--- src/design/csr_pkg.sv ---
// machine CSR map is fixed at eight registers; only U and M modes exist
package csr_pkg;

  localparam int unsigned csr_addr_w = 12;
  localparam int unsigned priv_w = 2;
  localparam int unsigned cause_w = 4;

  // implemented machine CSRs
  localparam logic [csr_addr_w-1:0] addr_mstatus = 12'h300;
  localparam logic [csr_addr_w-1:0] addr_mie = 12'h304;
  localparam logic [csr_addr_w-1:0] addr_mtvec = 12'h305;
  localparam logic [csr_addr_w-1:0] addr_mscratch = 12'h340;
  localparam logic [csr_addr_w-1:0] addr_mepc = 12'h341;
  localparam logic [csr_addr_w-1:0] addr_mcause = 12'h342;
  localparam logic [csr_addr_w-1:0] addr_mtval = 12'h343;
  localparam logic [csr_addr_w-1:0] addr_mip = 12'h344;

  // privilege modes
  localparam logic [priv_w-1:0] priv_u = 2'b00;
  localparam logic [priv_w-1:0] priv_m = 2'b11;

  // synchronous exception codes
  localparam logic [cause_w-1:0] cause_illegal = 4'd2;
  localparam logic [cause_w-1:0] cause_ecall_u = 4'd8;
  localparam logic [cause_w-1:0] cause_ecall_m = 4'd11;

  // reset values
  localparam logic [31:0] mstatus_reset = 32'h0000_0008;
  localparam logic [31:0] mscratch_reset = 32'h0802_0000;

  // mstatus bit layout, msb first
  typedef struct packed {
    logic [18:0] rsvd_31_13;
    logic [1:0] mpp;
    logic [2:0] rsvd_10_8;
    logic mpie;
    logic [2:0] rsvd_6_4;
    logic mie;
    logic [2:0] rsvd_2_0;
  } mstatus_fields_t;

  // csr instructions see the whole word, trap logic sees the fields
  typedef union packed {
    logic [31:0] raw;
    mstatus_fields_t fields;
  } mstatus_t;

endpackage

--- src/design/rv_isa_pkg.sv ---
// RV32 SYSTEM encodings only; other major opcodes are treated as illegal by the decoder
package rv_isa_pkg;

  // data path width
  localparam int unsigned xlen = 32;
  localparam int unsigned reg_idx_w = 5;

  // instruction field positions
  localparam int unsigned opcode_lsb = 0;
  localparam int unsigned opcode_w = 7;
  localparam int unsigned rd_lsb = 7;
  localparam int unsigned funct3_lsb = 12;
  localparam int unsigned funct3_w = 3;
  localparam int unsigned rs1_lsb = 15;
  localparam int unsigned imm_lsb = 20;
  localparam int unsigned imm_w = 12;

  // major opcode
  localparam logic [opcode_w-1:0] opcode_system = 7'b111_0011;

  // SYSTEM sub-operations
  localparam logic [funct3_w-1:0] funct3_priv = 3'b000;
  localparam logic [funct3_w-1:0] funct3_csrrw = 3'b001;
  localparam logic [funct3_w-1:0] funct3_csrrs = 3'b010;
  localparam logic [funct3_w-1:0] funct3_csrrc = 3'b011;
  localparam logic [funct3_w-1:0] funct3_csrrwi = 3'b101;
  localparam logic [funct3_w-1:0] funct3_csrrsi = 3'b110;
  localparam logic [funct3_w-1:0] funct3_csrrci = 3'b111;

  // immediates under funct3_priv
  localparam logic [imm_w-1:0] imm_ecall = 12'h000;
  localparam logic [imm_w-1:0] imm_mret = 12'h302;

  // operation classes seen by the CSR file
  typedef enum logic [2:0] {
    kind_csrw,
    kind_csrs,
    kind_csrc,
    kind_ecall,
    kind_mret,
    kind_illegal
  } sys_kind_t;

endpackage

--- src/design/csr_op_if.sv ---
// one decoded SYSTEM operation per valid strobe; no ready, the consumer must accept every cycle
interface csr_op_if;

  logic valid;
  rv_isa_pkg::sys_kind_t kind;
  logic [csr_pkg::csr_addr_w-1:0] addr;
  logic [rv_isa_pkg::reg_idx_w-1:0] rd;
  logic [rv_isa_pkg::xlen-1:0] operand;
  logic write_en;
  logic [rv_isa_pkg::xlen-1:0] pc;
  logic [rv_isa_pkg::xlen-1:0] instr;

  modport stage_out (
    output valid, kind, addr, rd, operand, write_en, pc, instr
  );

  // commit side
  modport stage_in (
    input valid, kind, addr, rd, operand, write_en, pc, instr
  );

endinterface

--- src/design/csr_decode.sv ---
// decodes SYSTEM instructions only; anything else, including funct3 4, is passed on as illegal
module csr_decode (
  input logic clk,
  input logic reset_x,
  input logic in_valid,
  input logic [rv_isa_pkg::xlen-1:0] in_instr,
  input logic [rv_isa_pkg::xlen-1:0] in_pc,
  input logic [rv_isa_pkg::xlen-1:0] in_rs1_data,
  csr_op_if.stage_out op
);

  logic [rv_isa_pkg::opcode_w-1:0] opcode;
  logic [rv_isa_pkg::funct3_w-1:0] funct3;
  logic [rv_isa_pkg::reg_idx_w-1:0] rd_idx;
  logic [rv_isa_pkg::reg_idx_w-1:0] rs1_idx;
  logic [rv_isa_pkg::imm_w-1:0] imm12;

  rv_isa_pkg::sys_kind_t kind_d;
  logic write_en_d;
  logic use_uimm;
  logic [rv_isa_pkg::xlen-1:0] operand_d;

  // field extraction
  assign opcode = in_instr[rv_isa_pkg::opcode_lsb +: rv_isa_pkg::opcode_w];
  assign rd_idx = in_instr[rv_isa_pkg::rd_lsb +: rv_isa_pkg::reg_idx_w];
  assign funct3 = in_instr[rv_isa_pkg::funct3_lsb +: rv_isa_pkg::funct3_w];
  assign rs1_idx = in_instr[rv_isa_pkg::rs1_lsb +: rv_isa_pkg::reg_idx_w];
  assign imm12 = in_instr[rv_isa_pkg::imm_lsb +: rv_isa_pkg::imm_w];

  always_comb begin
    kind_d = rv_isa_pkg::kind_illegal;
    write_en_d = 1'b0;
    use_uimm = 1'b0;
    if (opcode == rv_isa_pkg::opcode_system) begin
      case (funct3)
        rv_isa_pkg::funct3_priv: begin
          if (imm12 == rv_isa_pkg::imm_ecall) begin
            kind_d = rv_isa_pkg::kind_ecall;
          end else if (imm12 == rv_isa_pkg::imm_mret) begin
            kind_d = rv_isa_pkg::kind_mret;
          end
        end
        rv_isa_pkg::funct3_csrrw: begin
          kind_d = rv_isa_pkg::kind_csrw;
          write_en_d = 1'b1;
        end
        rv_isa_pkg::funct3_csrrwi: begin
          kind_d = rv_isa_pkg::kind_csrw;
          write_en_d = 1'b1;
          use_uimm = 1'b1;
        end
        // set and clear with x0 or uimm 0 only read
        rv_isa_pkg::funct3_csrrs: begin
          kind_d = rv_isa_pkg::kind_csrs;
          write_en_d = (rs1_idx != '0);
        end
        rv_isa_pkg::funct3_csrrsi: begin
          kind_d = rv_isa_pkg::kind_csrs;
          write_en_d = (rs1_idx != '0);
          use_uimm = 1'b1;
        end
        rv_isa_pkg::funct3_csrrc: begin
          kind_d = rv_isa_pkg::kind_csrc;
          write_en_d = (rs1_idx != '0);
        end
        rv_isa_pkg::funct3_csrrci: begin
          kind_d = rv_isa_pkg::kind_csrc;
          write_en_d = (rs1_idx != '0);
          use_uimm = 1'b1;
        end
        default: begin
          kind_d = rv_isa_pkg::kind_illegal;
        end
      endcase
    end
  end

  // uimm sits in the rs1 field, zero-extended
  assign operand_d = use_uimm ?
      {{(rv_isa_pkg::xlen - rv_isa_pkg::reg_idx_w){1'b0}}, rs1_idx} : in_rs1_data;

  always_ff @(posedge clk) begin
    if (!reset_x) begin
      op.valid <= 1'b0;
    end else begin
      op.valid <= in_valid;
    end
  end

  // payload only loads on a new instruction
  always_ff @(posedge clk) begin
    if (!reset_x) begin
      op.kind <= rv_isa_pkg::kind_illegal;
      op.addr <= '0;
      op.rd <= '0;
      op.operand <= '0;
      op.write_en <= 1'b0;
      op.pc <= '0;
      op.instr <= '0;
    end else if (in_valid) begin
      op.kind <= kind_d;
      op.addr <= imm12;
      op.rd <= rd_idx;
      op.operand <= operand_d;
      op.write_en <= write_en_d;
      op.pc <= in_pc;
      op.instr <= in_instr;
    end
  end

  // no operation escapes to the CSR file while reset is held
  a_valid_low_in_reset : assert property (@(posedge clk) !reset_x |=> !op.valid);

endmodule

--- src/design/csr_file.sv ---
// direct mode mtvec only; mie and mip are plain storage, no interrupts are taken
module csr_file (
  input logic clk,
  input logic reset_x,
  csr_op_if.stage_in op,
  output logic wb_valid,
  output logic [rv_isa_pkg::reg_idx_w-1:0] wb_rd,
  output logic [rv_isa_pkg::xlen-1:0] wb_data,
  output logic redirect_valid,
  output logic [rv_isa_pkg::xlen-1:0] redirect_pc,
  output logic [csr_pkg::priv_w-1:0] priv_mode
);

  // machine CSRs
  csr_pkg::mstatus_t mstatus_q;
  logic [rv_isa_pkg::xlen-1:0] mie_q;
  logic [rv_isa_pkg::xlen-1:0] mtvec_q;
  logic [rv_isa_pkg::xlen-1:0] mscratch_q;
  logic [rv_isa_pkg::xlen-1:0] mepc_q;
  logic [rv_isa_pkg::xlen-1:0] mcause_q;
  logic [rv_isa_pkg::xlen-1:0] mtval_q;
  logic [rv_isa_pkg::xlen-1:0] mip_q;
  logic [csr_pkg::priv_w-1:0] priv_q;

  logic [rv_isa_pkg::xlen-1:0] csr_old;
  logic [rv_isa_pkg::xlen-1:0] csr_new;
  logic addr_hit;
  logic is_csr;
  logic in_m;
  logic do_csr;
  logic do_mret;
  logic do_trap;
  logic [csr_pkg::cause_w-1:0] cause;

  // read mux
  always_comb begin
    addr_hit = 1'b1;
    case (op.addr)
      csr_pkg::addr_mstatus: csr_old = mstatus_q.raw;
      csr_pkg::addr_mie: csr_old = mie_q;
      csr_pkg::addr_mtvec: csr_old = mtvec_q;
      csr_pkg::addr_mscratch: csr_old = mscratch_q;
      csr_pkg::addr_mepc: csr_old = mepc_q;
      csr_pkg::addr_mcause: csr_old = mcause_q;
      csr_pkg::addr_mtval: csr_old = mtval_q;
      csr_pkg::addr_mip: csr_old = mip_q;
      default: begin
        csr_old = '0;
        addr_hit = 1'b0;
      end
    endcase
  end

  always_comb begin
    case (op.kind)
      rv_isa_pkg::kind_csrs: csr_new = csr_old | op.operand;
      rv_isa_pkg::kind_csrc: csr_new = csr_old & ~op.operand;
      default: csr_new = op.operand;
    endcase
  end

  assign is_csr = (op.kind == rv_isa_pkg::kind_csrw) ||
                  (op.kind == rv_isa_pkg::kind_csrs) ||
                  (op.kind == rv_isa_pkg::kind_csrc);
  assign in_m = (priv_q == csr_pkg::priv_m);

  // every implemented CSR is machine level, so U mode may touch none of them
  assign do_csr = op.valid && is_csr && addr_hit && in_m;
  assign do_mret = op.valid && (op.kind == rv_isa_pkg::kind_mret) && in_m;
  // whatever neither commits as a CSR access nor returns takes a trap
  assign do_trap = op.valid && !do_csr && !do_mret;

  always_comb begin
    if (op.kind == rv_isa_pkg::kind_ecall) begin
      cause = in_m ? csr_pkg::cause_ecall_m : csr_pkg::cause_ecall_u;
    end else begin
      cause = csr_pkg::cause_illegal;
    end
  end

  // CSR state and privilege mode
  always_ff @(posedge clk) begin
    if (!reset_x) begin
      mstatus_q.raw <= csr_pkg::mstatus_reset;
      mie_q <= '0;
      mtvec_q <= '0;
      mscratch_q <= csr_pkg::mscratch_reset;
      mepc_q <= '0;
      mcause_q <= '0;
      mtval_q <= '0;
      mip_q <= '0;
      priv_q <= csr_pkg::priv_m;
    end else if (do_trap) begin
      mepc_q <= op.pc;
      mcause_q <= {{(rv_isa_pkg::xlen - csr_pkg::cause_w){1'b0}}, cause};
      mstatus_q.fields.mpie <= mstatus_q.fields.mie;
      mstatus_q.fields.mie <= 1'b0;
      mstatus_q.fields.mpp <= priv_q;
      priv_q <= csr_pkg::priv_m;
      // faulting instruction word goes to mtval
      if (cause == csr_pkg::cause_illegal) begin
        mtval_q <= op.instr;
      end
    end else if (do_mret) begin
      mstatus_q.fields.mie <= mstatus_q.fields.mpie;
      mstatus_q.fields.mpie <= 1'b1;
      mstatus_q.fields.mpp <= csr_pkg::priv_u;
      // mpp encodings other than M fall back to U
      if (mstatus_q.fields.mpp == csr_pkg::priv_m) begin
        priv_q <= csr_pkg::priv_m;
      end else begin
        priv_q <= csr_pkg::priv_u;
      end
    end else if (do_csr && op.write_en) begin
      case (op.addr)
        csr_pkg::addr_mstatus: mstatus_q.raw <= csr_new;
        csr_pkg::addr_mie: mie_q <= csr_new;
        csr_pkg::addr_mtvec: mtvec_q <= csr_new;
        csr_pkg::addr_mscratch: mscratch_q <= csr_new;
        csr_pkg::addr_mepc: mepc_q <= csr_new;
        csr_pkg::addr_mcause: mcause_q <= csr_new;
        csr_pkg::addr_mtval: mtval_q <= csr_new;
        csr_pkg::addr_mip: mip_q <= csr_new;
        default: begin
        end
      endcase
    end
  end

  // output strobes, one cycle per committed operation
  always_ff @(posedge clk) begin
    if (!reset_x) begin
      wb_valid <= 1'b0;
      redirect_valid <= 1'b0;
    end else begin
      wb_valid <= do_csr && (op.rd != '0);
      redirect_valid <= do_trap || do_mret;
    end
  end

  always_ff @(posedge clk) begin
    if (!reset_x) begin
      wb_rd <= '0;
      wb_data <= '0;
      redirect_pc <= '0;
    end else if (op.valid) begin
      wb_rd <= op.rd;
      wb_data <= csr_old;
      // trap target is mtvec base, mret target is mepc
      if (do_mret) begin
        redirect_pc <= mepc_q;
      end else begin
        redirect_pc <= {mtvec_q[rv_isa_pkg::xlen-1:2], 2'b00};
      end
    end
  end

  assign priv_mode = priv_q;

  a_one_output : assert property (@(posedge clk) disable iff (!reset_x)
    !(wb_valid && redirect_valid));

  a_legal_priv : assert property (@(posedge clk) disable iff (!reset_x)
    (priv_mode == csr_pkg::priv_u) || (priv_mode == csr_pkg::priv_m));

endmodule

--- src/design/sys_unit_top.sv ---
// two-edge fixed latency from in_valid to wb or redirect; no back-pressure, one op per cycle
module sys_unit_top (
  input logic clk,
  input logic reset_x,

  // instruction issue
  input logic in_valid,
  input logic [rv_isa_pkg::xlen-1:0] in_instr,
  input logic [rv_isa_pkg::xlen-1:0] in_pc,
  input logic [rv_isa_pkg::xlen-1:0] in_rs1_data,

  // register writeback
  output logic wb_valid,
  output logic [rv_isa_pkg::reg_idx_w-1:0] wb_rd,
  output logic [rv_isa_pkg::xlen-1:0] wb_data,

  // fetch redirect
  output logic redirect_valid,
  output logic [rv_isa_pkg::xlen-1:0] redirect_pc,

  output logic [csr_pkg::priv_w-1:0] priv_mode
);

  // decode to commit
  csr_op_if u_op ();

  csr_decode u_decode (
    .clk(clk),
    .reset_x(reset_x),
    .in_valid(in_valid),
    .in_instr(in_instr),
    .in_pc(in_pc),
    .in_rs1_data(in_rs1_data),
    .op(u_op.stage_out)
  );

  csr_file u_csr (
    .clk(clk),
    .reset_x(reset_x),
    .op(u_op.stage_in),
    .wb_valid(wb_valid),
    .wb_rd(wb_rd),
    .wb_data(wb_data),
    .redirect_valid(redirect_valid),
    .redirect_pc(redirect_pc),
    .priv_mode(priv_mode)
  );

endmodule

--- config.mk ---
export PLATFORM = sky130hd
export DESIGN_NAME = sys_unit_top
export DESIGN_NICKNAME = d
export VERILOG_FILES = /design/src/design/csr_pkg.sv /design/src/design/rv_isa_pkg.sv /design/src/design/csr_op_if.sv /design/src/design/csr_decode.sv /design/src/design/csr_file.sv /design/src/design/sys_unit_top.sv
export SDC_FILE = /design/constraint.sdc
export NUM_CORES = 1
export LEC_CHECK = 0
export ABC_AREA = 1
export BUFFER_PORTS_ARGS = -buffer_cell sky130_fd_sc_hd__buf_2
export CORE_ASPECT_RATIO = 2
export CORE_UTILIZATION = 40
export DETAILED_ROUTE_END_ITERATION = 10
export GPL_TIMING_DRIVEN = 1
export PLACE_DENSITY = 0.61
export SYNTH_ARGS = -nofsm -noshare
export SYNTH_HDL_FRONTEND = slang
export SYNTH_SLANG_ARGS = --single-unit
--- constraint.sdc ---
create_clock -name clk -period 2.3 [get_ports clk]
set_clock_uncertainty 0.05 [all_clocks]
set_input_delay 0.69 -clock clk [delete_from_list [all_inputs] [get_ports clk]]
set_output_delay 0.69 -clock clk [all_outputs]
set_load 0.01 [all_outputs]
==> results of run 1 <==
-- worst max-delay path, delay by kind of cell (launching register included) --
kind / cells / cell delay (ns)
DFF: 1 / 0.37
buffers and inverters: 5 / 0.70
and+or+nand+nor: 12 / 1.12
AOI/OAI and AO/OA: 1 / 0.10
-- stage by stage --
stage	setup TNS (ns)	total power, uW
6_report	-2.89	17200
3_5_place_dp	-112.94	9890
4_1_cts	-3.29	17000
2_1_floorplan	0	8900
3_3_place_gp	-109.88	9870
5_1_grt	-18.72	17700
-- routing by layer --
| metal | global-route usage (%) | vias up | share of wire (%) |
|---|---|---|---|
| li1 | - | 9984 | - |
| met1 | 35.7 | 10100 | 33 |
| met2 | 60.4 | 1029 | 48 |
| met3 | 4.42 | 391 | 6.3 |
| met4 | 35.8 | 0 | 13 |
| met5 | 0 | - | 0 |
-- layout by cell type, fill, tap and decap left out, types with 15 or more instances in the layout --
| master | netlist | layout |
|---|---|---|
| buf_8 | 0 | 15 |
| inv_1 | 270 | 256 |
| buf_2 | 42 | 169 |
| a21oi_2 | 0 | 16 |
| inv_2 | 13 | 19 |
| buf_6 | 5 | 58 |
| nand3b_1 | 32 | 32 |
| nor2_1 | 479 | 426 |
| buf_4 | 10 | 220 |
| nand2_4 | 3 | 65 |
| nand3_1 | 136 | 108 |
| clkbuf_16 | 0 | 55 |
| nand2_2 | 11 | 110 |
| nor2_2 | 16 | 46 |
| buf_12 | 0 | 70 |
| nor2_4 | 0 | 23 |
| o211ai_1 | 66 | 66 |
| o21ai_1 | 45 | 136 |
| dfxtp_1 | 429 | 417 |
| a21oi_1 | 206 | 190 |
| o21ai_2 | 9 | 97 |
| nand3_2 | 0 | 25 |
| o21ai_0 | 404 | 222 |
| nand2_1 | 497 | 327 |
-- sequential cells by signal, indices dropped and copies added (netlist names), 3 cells and up --
register and cells:
u_csr.mip_q 32, u_decode.op.pc 32, u_csr.mscratch_q 32, u_decode.op.operand 32, u_csr.mstatus_q 32, u_decode.op.kind 3, u_csr.mcause_q 32, u_csr.wb_data 32
u_decode.op.instr 31, u_csr.mtvec_q 32, u_csr.redirect_pc 32, u_csr.mtval_q 32, u_csr.mie_q 32, u_csr.mepc_q 32, u_csr.wb_rd 5
-- logic make-up (layout without fill, tap and decap cells) --
logic type             Yosys count  after routing
AND/OR/NAND/NOR               1195           1195
AO/OA/AOI/OAI                  733            733
buffers and inverters          486            914
flip-flops                     429            429
-- power breakdown --
part / internal [uW] / leakage, uW / switching, uW
logic: 853 / 0.00836 / 1320
clock network: 3940 / 0.000665 / 3120
registers: 7700 / 0.00351 / 237
-- repair_timing --
item	in CTS	in global routing
gates cloned	6	18
buffers inserted	53	39
pin swaps	87	97
endpoints found under the setup margin	275	264
resized for setup	354	445
-- how the worst max path moves through the flow --
stage / start / end / slack, ns
after floorplan: in_instr[2] / u_decode.op.operand[2] / 0.08
after global placement: u_decode.op.instr[20] / u_csr.mepc_q[18] / -0.77
after detailed placement: u_decode.op.instr[20] / u_csr.mepc_q[21] / -0.77
after CTS: u_decode.op.addr[11] / u_csr.mepc_q[8] / -0.08
after global routing: u_decode.op.instr[25] / u_csr.mtval_q[8] / -0.22
final: u_decode.op.instr[25] / u_csr.mepc_q[8] / -0.14
-- layout make-up --
class | count | share of cell area (%)
clock buffer | 61 | 4.44
tap | 632 | 2.85
multi-input combinational | 1928 | 38.0
timing repair buffer | 552 | 19.1
inverter | 288 | 4.04
clock inverter | 13 | 0.483
sequential | 429 | 31.1
==> results.tsv, run 1 <==
metric	value	unit
vias_per_cell	5.51	
rows	113	
cts_buffers	40	
die_y	313	um
maxSlewViolCount	0	
synth_fa_ha_area_share	0	%
setup.worst_path.end_class	flip-flop	
gp_congestion	1.02	
holdCritStartpoint	in_pc[19]	
synthesis.area	19400	um^2
holdPathStages	3	
hold_class	in -> reg	
cts-root-buf	clkbuf_16	
syn_nets	2942	
drtPass1Iterations	6	
setup.worst_path.class	reg -> reg	
cts_num_sinks	429	
grt_antenna_before_repair	0	
grt_util_all_layers	35.3	%
yosys.area_share.xor_xnor	0	%
crit_chain	nor2_4 -> nand2_2 -> nor2_4 -> buf_12 -> buf_12 -> buf_12 -> buf_16 -> nand3_2 -> o21ai_2 -> nor2_1 -> nand2_2 -> nand2_2 -> nand2_4 -> buf_12 -> nand2_8 -> nand2_1 -> nor2_1 -> nor2_1	
ctsHoldBuffers	0	
cts_buffer_depth	3	
boundaryPins	172	
synth_top_family_by_area	simple AND/OR/NAND/NOR gates	
max_freq	411	MHz
num_vias	21500	
power_leakage	0.0125	uW
synthTopCellsByArea	dfxtp_1, o21ai_0, nand2_1	
power_density	620	nW/um^2
cp_max_fo	7	
grt_pass1_vias	20400	
area_growth	43.0	%
status	finished, violations left	
synth_compound_gate_area_share	20.0	%
final_area	27700	um^2
start_util	40.7	%
final_antenna_net_count	0	
die_area	49400	um^2
dp_hpwl	62.8	mm
htreeDepth	2	
rsz0062_at_grt	true	
yosys.area.top_type	dfxtp_1	
failed_checks	setup timing	
drc	0	
period_share	106	%
fin_util	58.1	%
core-area	47600	um^2
drive_gt1_share	32.5	%
placed_cell_area	23000	um^2
fin_ws	-0.136	ns
rr_startpoint	u_decode.op.instr[25]	
grt_first_pass_wirelength	126	mm
yosysTopAreaCellShare	44.3	%
cap_violations	0	
start_kind	flip-flop	
cts_tree	yes	
crit_path_frequent_cell	buf_12	
dpl_worst_slack	-0.773	ns
cp.required	2.76	ns
muxShareOfSynthArea	0	%
timing.rr.end	u_csr.mepc_q[8]	
post_drt_wl_per_cell	23.4	um
min_to	u_decode.op.pc[19]	
peakVddDrop	495	uV
port_buffers	171	
multiInputGateArea	10500	um^2
grt_overflow	0	
clkTransAtPathRegs	0.07	ns
grt_max_degree	95	
drtIter0Drc	1655	
finalHoldViolCount	0	
finalSetupViolCount	124	
die_w	158	um
r2r_cells	18	
postSynthCellCount	2843	
tightestPinTransition	0.682	ns
synthSimpleGateAreaFrac	25.6	%
final-seq-area	8620	um^2
syn_area_per_cell	6.82	um^2
hold-worst-slack	0.286	ns
n_antenna_cell	0	
synth_warnings	0	
async_reset_ff_share	0	%
ys_ff_latch	429	
final_cells	3903	
place_inst	3724	
r2r_slack	-0.14	ns
fillCellCount	4442	
yosysMostFrequentCell	nand2_1	
synth_edf_count	0	
yosys_most_used_dff	dfxtp_1	
cp_slowest_cell	dfxtp_4	
seq_area_frac_synth	44.3	%
synth_common_cells	nand2_1, nor2_1, dfxtp_1	
insertion_delay	0.58	ns
slowest_delay	0.37	ns
fin_crit	2.44	ns
drt_wl_total	91.5	mm
ys_types	34	
num-nets-final	3338	
slew_headroom	54.5	%
crit_arrival	2.90	ns
(Power assumes the default switching activity.)
==> run 2, diff against run 1 <==
SKIP_LAST_GASP = 1   (was not set)
==> results.tsv, run 2 (synthesized netlist as in run 1, its figures left out) <==
metric	value	unit
fin_util	57.0	%
crit_arrival	2.88	ns
final_antenna_net_count	0	
cts_num_sinks	429	
die_area	49400	um^2
status	finished, violations left	
num-nets-final	3324	
grt_pass1_vias	20300	
die_y	313	um
fin_crit	2.42	ns
period_share	105	%
grt_util_all_layers	35.3	%
die_w	158	um
post_drt_wl_per_cell	23.2	um
power_leakage	0.0123	uW
finalSetupViolCount	141	
tightestPinTransition	0.684	ns
setup.worst_path.end_class	flip-flop	
gp_congestion	1.02	
max_freq	413	MHz
insertion_delay	0.58	ns
cap_violations	0	
grt_first_pass_wirelength	126	mm
start_util	40.7	%
drc	0	
setup.worst_path.class	reg -> reg	
cp.required	2.76	ns
rows	113	
core-area	47600	um^2
switchingPower	4620	uW
num_vias	21300	
finalHoldViolCount	0	
failed_checks	setup timing	
cp_max_fo	7	
final_area	27200	um^2
dp_hpwl	62.8	mm
peakVddDrop	493	uV
use_met3	4.40	%
placed_cell_area	23000	um^2
layout_common_cells	nor2_1, dfxtp_1, nand2_1	
port_buffers	171	
drive_gt1_share	29.3	%
cts_buffers	40	
mostFrequentLayoutCell	nor2_1	
slew_headroom	54.4	%
busiest_layer	met2	
use_met2	60.2	%
share_comb_of_total_power	12.3	%
drt_wl_total	90.1	mm
hold-worst-slack	0.287	ns
vias_per_cell	5.46	
htreeDepth	2	
p_sw_share	27.1	%
tns	-4.20	ns
grt_overflow	0	
area_growth	40.1	%
p_int	12500	uW
rsz0062_at_grt	true	
drtPass1Iterations	6	
grt_max_degree	95	
cts_tree	yes	
start_kind	flip-flop	
power_density	630	nW/um^2
boundaryPins	172	
hold_class	in -> reg	
grt_antenna_before_repair	1	
met1_usage	35.6	%
dpl_worst_slack	-0.773	ns
cts-root-buf	clkbuf_16	
p_seq_share	46.4	%
clkPwrFrac	41.3	%
cts_buffer_depth	3	
maxSlewViolCount	0	
clkTransAtPathRegs	0.07	ns
ctsHoldBuffers	0	
fin_ws	-0.123	ns
drtIter0Drc	1689	
n_antenna_cell	0	
## run 2: worst paths after layout
path	from	depth (start not counted)	endpoint	slack, ns
hold / removal	in_pc[19]	3	u_decode.op.pc[19]	0.29
setup reg to reg	u_decode.op.instr[25]	18	u_csr.mepc_q[8]	-0.12
hold reg to reg	u_csr.mip_q[31]	2	u_csr.mip_q[31]	0.40
setup / recovery	u_decode.op.instr[25]	18	u_csr.mepc_q[8]	-0.12
## run 2: critical path, stage by stage (launching register included)
cell and delay, ns:
dfxtp_4 0.37, nor2_4 0.10, nand2_2 0.07, nor2_4 0.15, buf_12 0.14, buf_12 0.16, buf_12 0.12, buf_16 0.12
nand3_1 0.08, o21ai_2 0.11, nor2_1 0.08, nand2_2 0.18, nand2_2 0.09, nand2_4 0.09, buf_12 0.14, nand2_4 0.07
nand2_1 0.06, nor2_1 0.04, nor2_1 0.10
## run 2: area by class of cell
type / count / area, um^2
fillers: 4489 / 20500
inverters: 288 / 1110
well taps: 632 / 791
clock inverters: 13 / 134
clock buffers: 61 / 1230
flip-flops and latches: 429 / 8620
multi-input cells: 1928 / 10200
repair buffers: 538 / 5080
## run 2: power groups by stage
stage	clock network (uW)	registers, uW	logic, uW
6_report	7050	7930	2110
5_1_grt	7390	7950	2250
4_1_cts	7120	7920	1960
3_5_place_dp	0	8080	1810
3_3_place_gp	0	8070	1800
2_1_floorplan	0	8020	876
## run 2: routing by layer
layer | vias up | share of wire (%)
met5 | - | 0
met4 | 0 | 12
met3 | 377 | 6.5
met2 | 996 | 48
met1 | 9945 | 33
li1 | 9932 | -
## run 2: metrics by stage
step | power [uW] | cells
floorplan | 8900 | 2843
CTS | 17000 | 3851
global route | 17600 | 3889
detailed placement | 9890 | 3724
finish | 17100 | 3889
global placement | 9870 | 3724
## run 2: timing repair
item | 4_1_cts | 5_1_grt
gates resized for setup | 336 | 269
buffers inserted | 53 | 24
pin swaps | 87 | 75
setup endpoints to repair | 275 | 264
gates cloned | 6 | 17
